## config.mk

```make
export PLATFORM = sky130hd
export DESIGN_NAME = fetch_top
export DESIGN_NICKNAME = d
export VERILOG_FILES = /design/src/hdl/axi_pkg.sv /design/src/hdl/rv_isa_pkg.sv /design/src/hdl/fetch_rsp_if.sv /design/src/hdl/fetch_top.sv /design/src/hdl/inst_predecode.sv /design/src/hdl/axi_fetch_port.sv /design/src/hdl/pc_gen.sv
export VERILOG_INCLUDE_DIRS = /design/src /design/src/hdl
export SDC_FILE = /design/constraint.sdc
export NUM_CORES = 1
export LEC_CHECK = 0
export BUFFER_PORTS_ARGS = -buffer_cell sky130_fd_sc_hd__buf_4
export CORE_AREA = 5 5 122 182
export CTS_CLUSTER_SIZE = 25
export DETAILED_ROUTE_END_ITERATION = 8
export DIE_AREA = 0 0 127 187
export GPL_TIMING_DRIVEN = 0
export PLACE_DENSITY = 0.77
export SYNTH_ARGS = -nofsm -noshare
export SYNTH_HDL_FRONTEND = slang
export SYNTH_SLANG_ARGS = --single-unit
```

## constraint.sdc

```tcl
create_clock -name clock -period 8.8 [get_ports clock]
set_clock_uncertainty 0.05 [all_clocks]
set_input_delay 0.88 -clock clock [delete_from_list [all_inputs] [get_ports clock]]
set_output_delay 0.88 -clock clock [all_outputs]
set_load 0.05 [all_outputs]
```

## src/hdl/fetch_params.svh

```systemverilog
`ifndef FETCH_PARAMS_SVH
`define FETCH_PARAMS_SVH

// First fetch address after reset
`define FETCH_RESET_PC 32'h3000_0000

// Bus address width
`define FETCH_ADDR_W 32

// Width of arid and rid
`define FETCH_AXI_ID_W 4

`endif
```

## src/hdl/axi_pkg.sv

```systemverilog
package axi_pkg;

    // Response codes on R and B
    typedef enum logic [1:0] {
        okay   = 2'b00,
        exokay = 2'b01,
        slverr = 2'b10,
        decerr = 2'b11
    } axi_resp_e;

    // Burst types, 2'b11 is reserved
    typedef enum logic [1:0] {
        fixed = 2'b00,
        incr  = 2'b01,
        wrap  = 2'b10
    } axi_burst_e;

    // AxSIZE code for one 32-bit word per beat
    localparam logic [2:0] AXI_SIZE_4B = 3'b010;

endpackage

```

## src/hdl/rv_isa_pkg.sv

```systemverilog
package rv_isa_pkg;

    // ------------------------------------------------------------------------
    // Major opcodes of the base integer set
    // ------------------------------------------------------------------------
    localparam logic [6:0] OP_LOAD   = 7'b0000011;
    localparam logic [6:0] OP_STORE  = 7'b0100011;
    localparam logic [6:0] OP_BRANCH = 7'b1100011;
    localparam logic [6:0] OP_JAL    = 7'b1101111;
    localparam logic [6:0] OP_JALR   = 7'b1100111;
    localparam logic [6:0] OP_LUI    = 7'b0110111;
    localparam logic [6:0] OP_AUIPC  = 7'b0010111;
    localparam logic [6:0] OP_OPIMM  = 7'b0010011;
    localparam logic [6:0] OP_OP     = 7'b0110011;
    localparam logic [6:0] OP_SYSTEM = 7'b1110011;

    // Coarse class handed to decode
    typedef enum logic [2:0] {
        cls_alu,
        cls_load,
        cls_store,
        cls_branch,
        cls_jal,
        cls_jalr,
        cls_system,
        cls_illegal
    } inst_class_e;

    // ------------------------------------------------------------------------
    // Instruction formats, msb first
    // ------------------------------------------------------------------------
    typedef struct packed {
        logic [11:0] imm;
        logic [4:0]  rs1;
        logic [2:0]  funct3;
        logic [4:0]  rd;
        logic [6:0]  opcode;
    } itype_t;

    typedef struct packed {
        logic [6:0] imm_hi;
        logic [4:0] rs2;
        logic [4:0] rs1;
        logic [2:0] funct3;
        logic [4:0] imm_lo;
        logic [6:0] opcode;
    } stype_t;

    typedef struct packed {
        logic       imm12;
        logic [5:0] imm10_5;
        logic [4:0] rs2;
        logic [4:0] rs1;
        logic [2:0] funct3;
        logic [3:0] imm4_1;
        logic       imm11;
        logic [6:0] opcode;
    } btype_t;

    typedef struct packed {
        logic [19:0] imm;
        logic [4:0]  rd;
        logic [6:0]  opcode;
    } utype_t;

    typedef struct packed {
        logic       imm20;
        logic [9:0] imm10_1;
        logic       imm11;
        logic [7:0] imm19_12;
        logic [4:0] rd;
        logic [6:0] opcode;
    } jtype_t;

    // One word, read in whichever format the opcode calls for
    typedef union packed {
        logic [31:0] raw;
        itype_t      itype;
        stype_t      stype;
        btype_t      btype;
        utype_t      utype;
        jtype_t      jtype;
    } rv_inst_t;

endpackage

```

## src/hdl/fetch_rsp_if.sv

```systemverilog
`include "fetch_params.svh"

interface fetch_rsp_if;

    logic                     valid;
    logic                     ready;
    logic [`FETCH_ADDR_W-1:0] pc;
    logic [31:0]              word;
    // Bus error or malformed beat
    logic                     fault;

    // Bus port side
    modport source (output valid, pc, word, fault, input ready);

    // Predecoder side
    modport sink (input valid, pc, word, fault, output ready);

endinterface

```

## src/hdl/fetch_top.sv

```systemverilog
`include "fetch_params.svh"

module fetch_top (
    input  logic                       clock,
    input  logic                       reset,

    // ------------------------------------------------------------------------
    // AXI4 read address channel
    // ------------------------------------------------------------------------
    input  logic                       arready,
    output logic                       arvalid,
    output logic [`FETCH_ADDR_W-1:0]   araddr,
    output logic [`FETCH_AXI_ID_W-1:0] arid,
    output logic [7:0]                 arlen,
    output logic [2:0]                 arsize,
    output logic [1:0]                 arburst,

    // ------------------------------------------------------------------------
    // AXI4 read data channel
    // ------------------------------------------------------------------------
    input  logic                       rvalid,
    input  logic [31:0]                rdata,
    input  axi_pkg::axi_resp_e         rresp,
    input  logic                       rlast,
    input  logic [`FETCH_AXI_ID_W-1:0] rid,
    output logic                       rready,

    // ------------------------------------------------------------------------
    // Toward decode
    // ------------------------------------------------------------------------
    output logic                       out_valid,
    input  logic                       out_ready,
    output logic [`FETCH_ADDR_W-1:0]   out_pc,
    output logic [31:0]                out_inst,
    output rv_isa_pkg::inst_class_e    out_class,
    output logic [31:0]                out_imm,
    output logic                       out_fault,

    // From later stages
    input  logic                       redirect_valid,
    input  logic [`FETCH_ADDR_W-1:0]   redirect_pc,
    input  logic                       replay
);

    logic [`FETCH_ADDR_W-1:0] fetch_addr;
    logic                     fetch_req;
    logic                     fetch_issue;
    logic                     retire;

    // Fetched word between bus port and predecoder
    fetch_rsp_if rsp_if ();

    pc_gen u_pc_gen (
        .clock          (clock),
        .reset          (reset),
        .retire         (retire),
        .redirect_valid (redirect_valid),
        .redirect_pc    (redirect_pc),
        .replay         (replay),
        .fetch_issue    (fetch_issue),
        .fetch_addr     (fetch_addr),
        .fetch_req      (fetch_req)
    );

    axi_fetch_port u_axi_fetch_port (
        .clock       (clock),
        .reset       (reset),
        .fetch_req   (fetch_req),
        .fetch_addr  (fetch_addr),
        .fetch_issue (fetch_issue),
        .arready     (arready),
        .arvalid     (arvalid),
        .araddr      (araddr),
        .arid        (arid),
        .arlen       (arlen),
        .arsize      (arsize),
        .arburst     (arburst),
        .rvalid      (rvalid),
        .rdata       (rdata),
        .rresp       (rresp),
        .rlast       (rlast),
        .rid         (rid),
        .rready      (rready),
        .rsp         (rsp_if.source)
    );

    inst_predecode u_inst_predecode (
        .clock     (clock),
        .reset     (reset),
        .rsp       (rsp_if.sink),
        .out_ready (out_ready),
        .out_valid (out_valid),
        .out_pc    (out_pc),
        .out_inst  (out_inst),
        .out_class (out_class),
        .out_imm   (out_imm),
        .out_fault (out_fault),
        .retire    (retire)
    );

endmodule

```

## src/hdl/inst_predecode.sv

```systemverilog
`include "fetch_params.svh"

module inst_predecode (
    input  logic                     clock,
    input  logic                     reset,
    fetch_rsp_if.sink                rsp,
    input  logic                     out_ready,
    output logic                     out_valid,
    output logic [`FETCH_ADDR_W-1:0] out_pc,
    output logic [31:0]              out_inst,
    output rv_isa_pkg::inst_class_e  out_class,
    output logic [31:0]              out_imm,
    output logic                     out_fault,
    output logic                     retire
);

    import rv_isa_pkg::*;

    rv_inst_t    inst;
    inst_class_e cls;
    logic [31:0] imm;
    logic [31:0] imm_i;
    logic [31:0] imm_s;
    logic [31:0] imm_b;
    logic [31:0] imm_u;
    logic [31:0] imm_j;
    logic        accept;

    assign inst = rsp.word;

    // ------------------------------------------------------------------------
    // Immediates, sign extended, one per format
    // ------------------------------------------------------------------------
    assign imm_i = {{20{inst.itype.imm[11]}}, inst.itype.imm};
    assign imm_s = {{20{inst.stype.imm_hi[6]}}, inst.stype.imm_hi, inst.stype.imm_lo};
    assign imm_b = {{20{inst.btype.imm12}}, inst.btype.imm11, inst.btype.imm10_5,
                    inst.btype.imm4_1, 1'b0};
    assign imm_u = {inst.utype.imm, 12'b0};
    assign imm_j = {{12{inst.jtype.imm20}}, inst.jtype.imm19_12, inst.jtype.imm11,
                    inst.jtype.imm10_1, 1'b0};

    // ------------------------------------------------------------------------
    // Class and immediate selection
    // ------------------------------------------------------------------------
    always_comb begin
        cls = cls_illegal;
        imm = '0;
        // Compressed encodings are not supported
        if (inst.raw[1:0] == 2'b11) begin
            case (inst.itype.opcode)
                OP_LOAD:   begin cls = cls_load;   imm = imm_i; end
                OP_STORE:  begin cls = cls_store;  imm = imm_s; end
                OP_BRANCH: begin cls = cls_branch; imm = imm_b; end
                OP_JAL:    begin cls = cls_jal;    imm = imm_j; end
                OP_JALR:   begin cls = cls_jalr;   imm = imm_i; end
                OP_LUI:    begin cls = cls_alu;    imm = imm_u; end
                OP_AUIPC:  begin cls = cls_alu;    imm = imm_u; end
                OP_OPIMM:  begin cls = cls_alu;    imm = imm_i; end
                OP_OP:     cls = cls_alu;
                OP_SYSTEM: cls = cls_system;
                default:   cls = cls_illegal;
            endcase
        end
    end

    // ------------------------------------------------------------------------
    // Output register toward decode
    // ------------------------------------------------------------------------
    assign rsp.ready = ~out_valid | out_ready;
    assign accept    = rsp.valid & rsp.ready;

    always_ff @(posedge clock) begin
        if (reset) begin
            out_valid <= 1'b0;
        end else if (accept) begin
            out_valid <= 1'b1;
        end else if (out_ready) begin
            out_valid <= 1'b0;
        end
    end

    always_ff @(posedge clock) begin
        if (accept) begin
            out_pc    <= rsp.pc;
            out_fault <= rsp.fault;
            // Faulted fetch carries no usable word
            out_inst  <= rsp.fault ? 32'd0 : inst.raw;
            out_class <= rsp.fault ? cls_illegal : cls;
            out_imm   <= rsp.fault ? 32'd0 : imm;
        end
    end

    // Consumed by decode, PC may advance
    assign retire = out_valid & out_ready;

endmodule

```

## src/hdl/axi_fetch_port.sv

```systemverilog
`include "fetch_params.svh"

module axi_fetch_port (
    input  logic                      clock,
    input  logic                      reset,

    // Request from the PC generator
    input  logic                      fetch_req,
    input  logic [`FETCH_ADDR_W-1:0]  fetch_addr,
    output logic                      fetch_issue,

    // AXI4 read address channel
    input  logic                      arready,
    output logic                      arvalid,
    output logic [`FETCH_ADDR_W-1:0]  araddr,
    output logic [`FETCH_AXI_ID_W-1:0] arid,
    output logic [7:0]                arlen,
    output logic [2:0]                arsize,
    output logic [1:0]                arburst,

    // AXI4 read data channel
    input  logic                      rvalid,
    input  logic [31:0]               rdata,
    input  axi_pkg::axi_resp_e        rresp,
    input  logic                      rlast,
    input  logic [`FETCH_AXI_ID_W-1:0] rid,
    output logic                      rready,

    fetch_rsp_if.source               rsp
);

    import axi_pkg::*;

    logic                     busy;
    logic                     beat;
    logic                     bad_beat;
    logic [`FETCH_ADDR_W-1:0] req_addr;

    // ------------------------------------------------------------------------
    // Read address channel, single word, fixed burst
    // ------------------------------------------------------------------------
    assign arvalid     = fetch_req & ~busy;
    assign araddr      = fetch_addr;
    assign arid        = '0;
    assign arlen       = 8'd0;
    assign arsize      = AXI_SIZE_4B;
    assign arburst     = fixed;
    assign fetch_issue = arvalid & arready;

    // One read in flight at most
    always_ff @(posedge clock) begin
        if (reset) begin
            busy <= 1'b0;
        end else if (fetch_issue) begin
            busy <= 1'b1;
        end else if (beat) begin
            busy <= 1'b0;
        end
    end

    // Address of the read in flight, returned with the word
    always_ff @(posedge clock) begin
        if (fetch_issue) begin
            req_addr <= fetch_addr;
        end
    end

    // ------------------------------------------------------------------------
    // Read data channel into the one-entry buffer
    // ------------------------------------------------------------------------
    assign rready = ~rsp.valid;
    assign beat   = rvalid & rready;

    // Error response, or a beat that does not match the single-beat read
    assign bad_beat = (rresp == slverr) || (rresp == decerr) || !rlast || (rid != arid);

    always_ff @(posedge clock) begin
        if (reset) begin
            rsp.valid <= 1'b0;
        end else if (beat) begin
            rsp.valid <= 1'b1;
        end else if (rsp.ready) begin
            rsp.valid <= 1'b0;
        end
    end

    always_ff @(posedge clock) begin
        if (beat) begin
            rsp.pc    <= req_addr;
            rsp.word  <= rdata;
            rsp.fault <= bad_beat;
        end
    end

endmodule

```

## src/hdl/pc_gen.sv

```systemverilog
`include "fetch_params.svh"

module pc_gen (
    input  logic                     clock,
    input  logic                     reset,
    input  logic                     retire,
    input  logic                     redirect_valid,
    input  logic [`FETCH_ADDR_W-1:0] redirect_pc,
    input  logic                     replay,
    input  logic                     fetch_issue,
    output logic [`FETCH_ADDR_W-1:0] fetch_addr,
    output logic                     fetch_req
);

    logic [`FETCH_ADDR_W-1:0] pc;
    logic [`FETCH_ADDR_W-1:0] next_pc;
    logic [`FETCH_ADDR_W-1:0] redirect_target;
    logic                     redirect_pend;
    logic                     replay_pend;
    logic                     capture;
    logic                     sel_redirect;
    logic                     sel_replay;
    logic                     started;

    // ------------------------------------------------------------------------
    // Redirect and replay capture
    // ------------------------------------------------------------------------

    // Only the first request is kept until retire
    assign capture = ~redirect_pend & ~replay_pend;

    always_ff @(posedge clock) begin
        if (reset) begin
            redirect_pend <= 1'b0;
            replay_pend   <= 1'b0;
        end else if (retire) begin
            redirect_pend <= 1'b0;
            replay_pend   <= 1'b0;
        end else if (capture) begin
            redirect_pend <= redirect_valid;
            replay_pend   <= replay;
        end
    end

    always_ff @(posedge clock) begin
        if (capture && redirect_valid) begin
            redirect_target <= redirect_pc;
        end
    end

    // A request arriving together with retire still counts
    assign sel_redirect = redirect_pend | (capture & redirect_valid);
    assign sel_replay   = replay_pend | (capture & replay);

    // ------------------------------------------------------------------------
    // Next PC, redirect over replay over sequential
    // ------------------------------------------------------------------------
    always_comb begin
        if (sel_redirect) begin
            next_pc = redirect_pend ? redirect_target : redirect_pc;
        end else if (sel_replay) begin
            next_pc = pc;
        end else begin
            next_pc = pc + `FETCH_ADDR_W'd4;
        end
    end

    always_ff @(posedge clock) begin
        if (reset) begin
            pc <= `FETCH_RESET_PC;
        end else if (retire) begin
            pc <= next_pc;
        end
    end

    // Request flag, raised once after reset and again on every retire
    always_ff @(posedge clock) begin
        if (reset) begin
            started   <= 1'b0;
            fetch_req <= 1'b0;
        end else begin
            started <= 1'b1;
            if (!started || retire) begin
                fetch_req <= 1'b1;
            end else if (fetch_issue) begin
                fetch_req <= 1'b0;
            end
        end
    end

    assign fetch_addr = pc;

endmodule

```

==> metrics.log <==
INFO  metric outcome = finished, final reports clean
INFO  metric final_net_count = 1071
INFO  metric finalInstanceArea = 0.0132 mm2
INFO  metric switching_share = 0.243
INFO  metric cts_buffer_depth = 3
INFO  metric setup_viol_count_final = 0
INFO  metric vias = roughly 7000
INFO  metric worstPathBufferInverterCount = 1
INFO  metric layout-drive-gt1-share = 0.280
INFO  metric critical_path.startpoint_type = flip-flop
INFO  metric area_fraction_in_compound_gates_after_synthesis = 0.0957
INFO  metric max_cap_viol_count = 0
INFO  metric synth.ff_latch_count = 268
INFO  metric achievable-frequency = 359 MHz
INFO  metric internal_power = 2.20 mW
INFO  metric finalMaxSlewViolations = 0
INFO  metric drcViolationCount = 0
INFO  metric worst_skew_pair_later_pin_latency = approximately 500 ps
INFO  metric reg2reg_from = u_pc_gen.fetch_addr[2]
INFO  metric critPathArrivalTime = between 3000 and 4000 ps
INFO  metric tritoncts.num_buffers = 24
INFO  metric timing.max_slew.rel_slack = 0.214
INFO  metric slowest_stage = sky130_fd_sc_hd__or4_1
INFO  metric num_antenna_cells = 0
INFO  metric power_switching = 705 uW
INFO  metric synth.avg_cell_area = between 10 and 15 um2
INFO  metric dominantRegCellSynth = sky130_fd_sc_hd__edfxtp_1
INFO  metric clkSinkCount = 268
INFO  metric grtUsageTotal = 0.202
INFO  metric number_of_distinct_standard_cells_referenced_by_the_synthesized_netlist = 56
INFO  metric fp.dieArea = 0.0237 mm2
INFO  metric initial_utilization = 0.504
INFO  metric antenna_left = 0
INFO  metric nFillCells = 1591
INFO  metric seqPwrFrac = 0.512
INFO  metric required = 9180 ps
INFO  metric fin_crit_share = 0.317
INFO  metric reg2reg_depth = 7
INFO  metric routedLengthMet1 = between 8000 and 9000 um
INFO  metric netlist_area = 0.0102 mm2
INFO  metric postPlaceCellArea = between 0.01 and 0.015 mm2
INFO  metric path_cells = ha_1 > and2_0 > clkbuf_1 > nand3_1 > or4_1 > or4_1 > o211ai_1
INFO  metric met3_wirelength = between 2000 and 2500 um
INFO  metric clk_transition_reported_paths = 70 ps
INFO  metric wl = 24800 um
INFO  metric boundaryPins = 230
INFO  metric synthXorXnorAreaFrac = 0
INFO  metric fraction_of_the_yosys_area_taken_by_sequential_cells = 0.747
INFO  metric cts_resized = 0
INFO  metric tns = 0 ps
INFO  metric met2_wirelength_from_detailed_routing = 13000 um
INFO  metric cts.repair_timing.setup_buffer_count = 0
INFO  metric post_layout_nonfiller_instances = 1274
INFO  metric proportion_of_synthesized_area_in_mux_cells = 0.00488
INFO  metric place_congestion = 0.949
INFO  metric path_class = reg2reg
INFO  metric layout-area-overhead-vs-synth = 29.1%
INFO  metric synth_cells = around 730
INFO  metric cell_class_contributing_the_biggest_share_of_worst_path_delay = simple AND/OR/NAND/NOR gates
INFO  metric yosys_warnings = 0
INFO  metric place_inst = 1229
INFO  metric synth_edf_count = 229
INFO  metric grt_setup_unrepaired = no
INFO  metric crit_path_end_kind = flip-flop
INFO  metric route.top_layer_used = met4
INFO  metric hold-path-cell-count = 0
INFO  metric floorplan.die.height = 187 um
INFO  metric tritoncts = built
INFO  metric overflow = 0
INFO  metric cp_num_cells = 7
INFO  metric min_from = u_axi_fetch_port.req_addr[26]
INFO  metric worst_hold_margin = approximately 370 ps
INFO  metric cp_max_fo = 7
INFO  metric grt_pass1_vias = ~7000
INFO  metric clock_tree.root_cell = sky130_fd_sc_hd__clkbuf_16
INFO  metric total_leakage_power = 4.79 nW
INFO  metric timing.final.crit_period = between 2000 and 3000 ps
INFO  metric cp-startpoint = u_pc_gen.fetch_addr[2]
INFO  metric cts-hold-fix-buffers = 0
INFO  metric dp_hpwl = 18600 um
INFO  metric worst_path_largest_cell_delay = approximately 540 ps
INFO  metric min_path_type = reg2reg
INFO  metric buffer_ports.inserted = ~210
INFO  metric synth_fa_ha_area_frac = 0.00122
INFO  metric cts.htree.levels = 1
INFO  metric portion_of_total_power_attributed_to_combinational_logic = 0.120
INFO  metric core_ar = 0.0203 mm2
INFO  metric num_rows = 64
INFO  metric drtPass1Iterations = 7
INFO  metric grt_pass1_wl = approximately 38000 um
INFO  metric post_drt_wl_per_cell = 19.5 um
INFO  metric die_width = ~130 um
INFO  metric grt_antenna_before_repair = 0
INFO  metric worstMarginPinSlew = 1180 ps
INFO  metric finalHoldViolations = 0
INFO  metric ys_async_sr_fraction = 0
INFO  metric pwr_density_cell = roughly 220 mW/mm2
INFO  metric post_synth_and_or_nand_nor_area_fraction = 0.120
INFO  metric largest_family_of_logic_cells_by_synthesized_area = simple AND/OR/NAND/NOR gates
INFO  metric grt_max_degree = 38
INFO  metric vdd_ir_drop_max = roughly 190 uV
INFO  metric critPathMostFrequentCell = sky130_fd_sc_hd__or4_1
INFO  metric post_drt_via_cell_ratio = 5.52
INFO  metric power.clock.fraction = 0.368
INFO  metric drt_iter0_drc = 564
[final timing paths]
| check | slack (ps) | endpoint |
|---|---|---|
| setup / recovery | 6010 | u_pc_gen.fetch_addr[20] |
| hold / removal | 370 | u_axi_fetch_port.rsp.pc[26] |
| setup reg to reg | 6010 | u_pc_gen.fetch_addr[20] |
| hold reg to reg | 370 | u_axi_fetch_port.rsp.pc[26] |
[layout make-up]
cell class / count / area (um2) / share of cell area
well taps: 264 / 330 / 0.0250
flip-flops and latches: 268 / 7660 / 0.579
plain buffers: 53 / 269 / 0.0203
repair buffers: 218 / 1760 / 0.133
inverters: 11 / 41.3 / 0.00312
clock inverters: 17 / 183 / 0.0138
clock buffers: 27 / 633 / 0.0479
multi-input cells: 416 / 2350 / 0.178
[routing by layer]
layer | global-route usage | vias up
met5 | 0 | -
met4 | 0.0871 | 0
met3 | 0.0309 | 69
met2 | 0.370 | 376
met1 | 0.230 | 3293
li1 | - | 3289
[stage by stage]
stage,power [mW],worst slack [ps],util
2_1_floorplan,1.73,2350,-
3_3_place_gp,1.85,522,0.601
3_5_place_dp,1.86,5540,0.609
4_1_cts,2.92,6060,0.649
5_1_grt,3.00,5910,0.650
6_report,2.90,6010,0.650
[state kept, by name, summed over array words and instances (netlist names)]
name / flops
u_inst_predecode.out_class: 3
u_axi_fetch_port.rsp.valid: 1
u_inst_predecode.out_imm: 32
u_pc_gen.replay_pend: 1
u_axi_fetch_port.busy: 1
u_axi_fetch_port.req_addr: 32
u_inst_predecode.out_pc: 32
u_pc_gen.redirect_pend: 1
u_pc_gen.fetch_req: 1
u_inst_predecode.out_inst: 32
u_inst_predecode.out_fault: 1
u_pc_gen.started: 1
u_inst_predecode.out_valid: 1
u_pc_gen.redirect_target: 32
u_pc_gen.fetch_addr: 32
u_axi_fetch_port.rsp.fault: 1
u_axi_fetch_port.rsp.pc: 32
u_axi_fetch_port.rsp.word: 32
[logic make-up after synthesis]
family | after synthesis
AOI/OAI and AO/OA | 152
adders and majority gates | 1
buffers and inverters | 64
DFF | 268
muxes | 5
other | 2
and+or+nand+nor | 241
[layout by cell type, fill, tap and decap left out, drive strengths merged, types with 17 or more instances in the layout]
master,instances
nor2b,37
dfxtp,39
nand3,23
nor3,17
nor2,38
edfxtp,229
clkbuf,58
conb,17
o21ai,29
a21oi,47
buf,240
nand2,64
[Yosys cell counts, types with 8 or more instances]
cell type,n,share of area
sky130_fd_sc_hd__a31oi_1,9,0.0055
sky130_fd_sc_hd__or3_1,8,0.0049
sky130_fd_sc_hd__nor2_1,38,0.014
sky130_fd_sc_hd__a21oi_1,47,0.023
sky130_fd_sc_hd__nor3_1,17,0.0083
sky130_fd_sc_hd__o21ai_0,28,0.014
sky130_fd_sc_hd__dfxtp_1,39,0.076
sky130_fd_sc_hd__edfxtp_1,229,0.67
sky130_fd_sc_hd__clkbuf_1,31,0.011
sky130_fd_sc_hd__o211ai_1,11,0.0081
sky130_fd_sc_hd__nand2_1,64,0.023
sky130_fd_sc_hd__inv_1,9,0.0033
sky130_fd_sc_hd__nand3_1,23,0.011
sky130_fd_sc_hd__a211oi_1,13,0.0095
sky130_fd_sc_hd__nor2b_1,37,0.023
sky130_fd_sc_hd__buf_4,17,0.012
sky130_fd_sc_hd__nand4_1,12,0.0073
[power groups by stage]
stage / Clock [mW] / Combinational (mW) / Sequential (mW)
after global placement: 0 / 0.328 / 1.52
after CTS: 1.09 / 0.347 / 1.49
after floorplan: 0 / 0.108 / 1.62
after detailed placement: 0 / 0.346 / 1.51
after global routing: 1.14 / 0.366 / 1.49
final: 1.07 / 0.349 / 1.49
[worst reg2reg max path, stage by stage, from the launching register on]
cell and delay, ps:
sky130_fd_sc_hd__dfxtp_1 460, sky130_fd_sc_hd__ha_1 270, sky130_fd_sc_hd__and2_0 140, sky130_fd_sc_hd__clkbuf_1 320
sky130_fd_sc_hd__nand3_1 400, sky130_fd_sc_hd__or4_1 540, sky130_fd_sc_hd__or4_1 420, sky130_fd_sc_hd__o211ai_1 110
(Power assumes the default switching activity.)
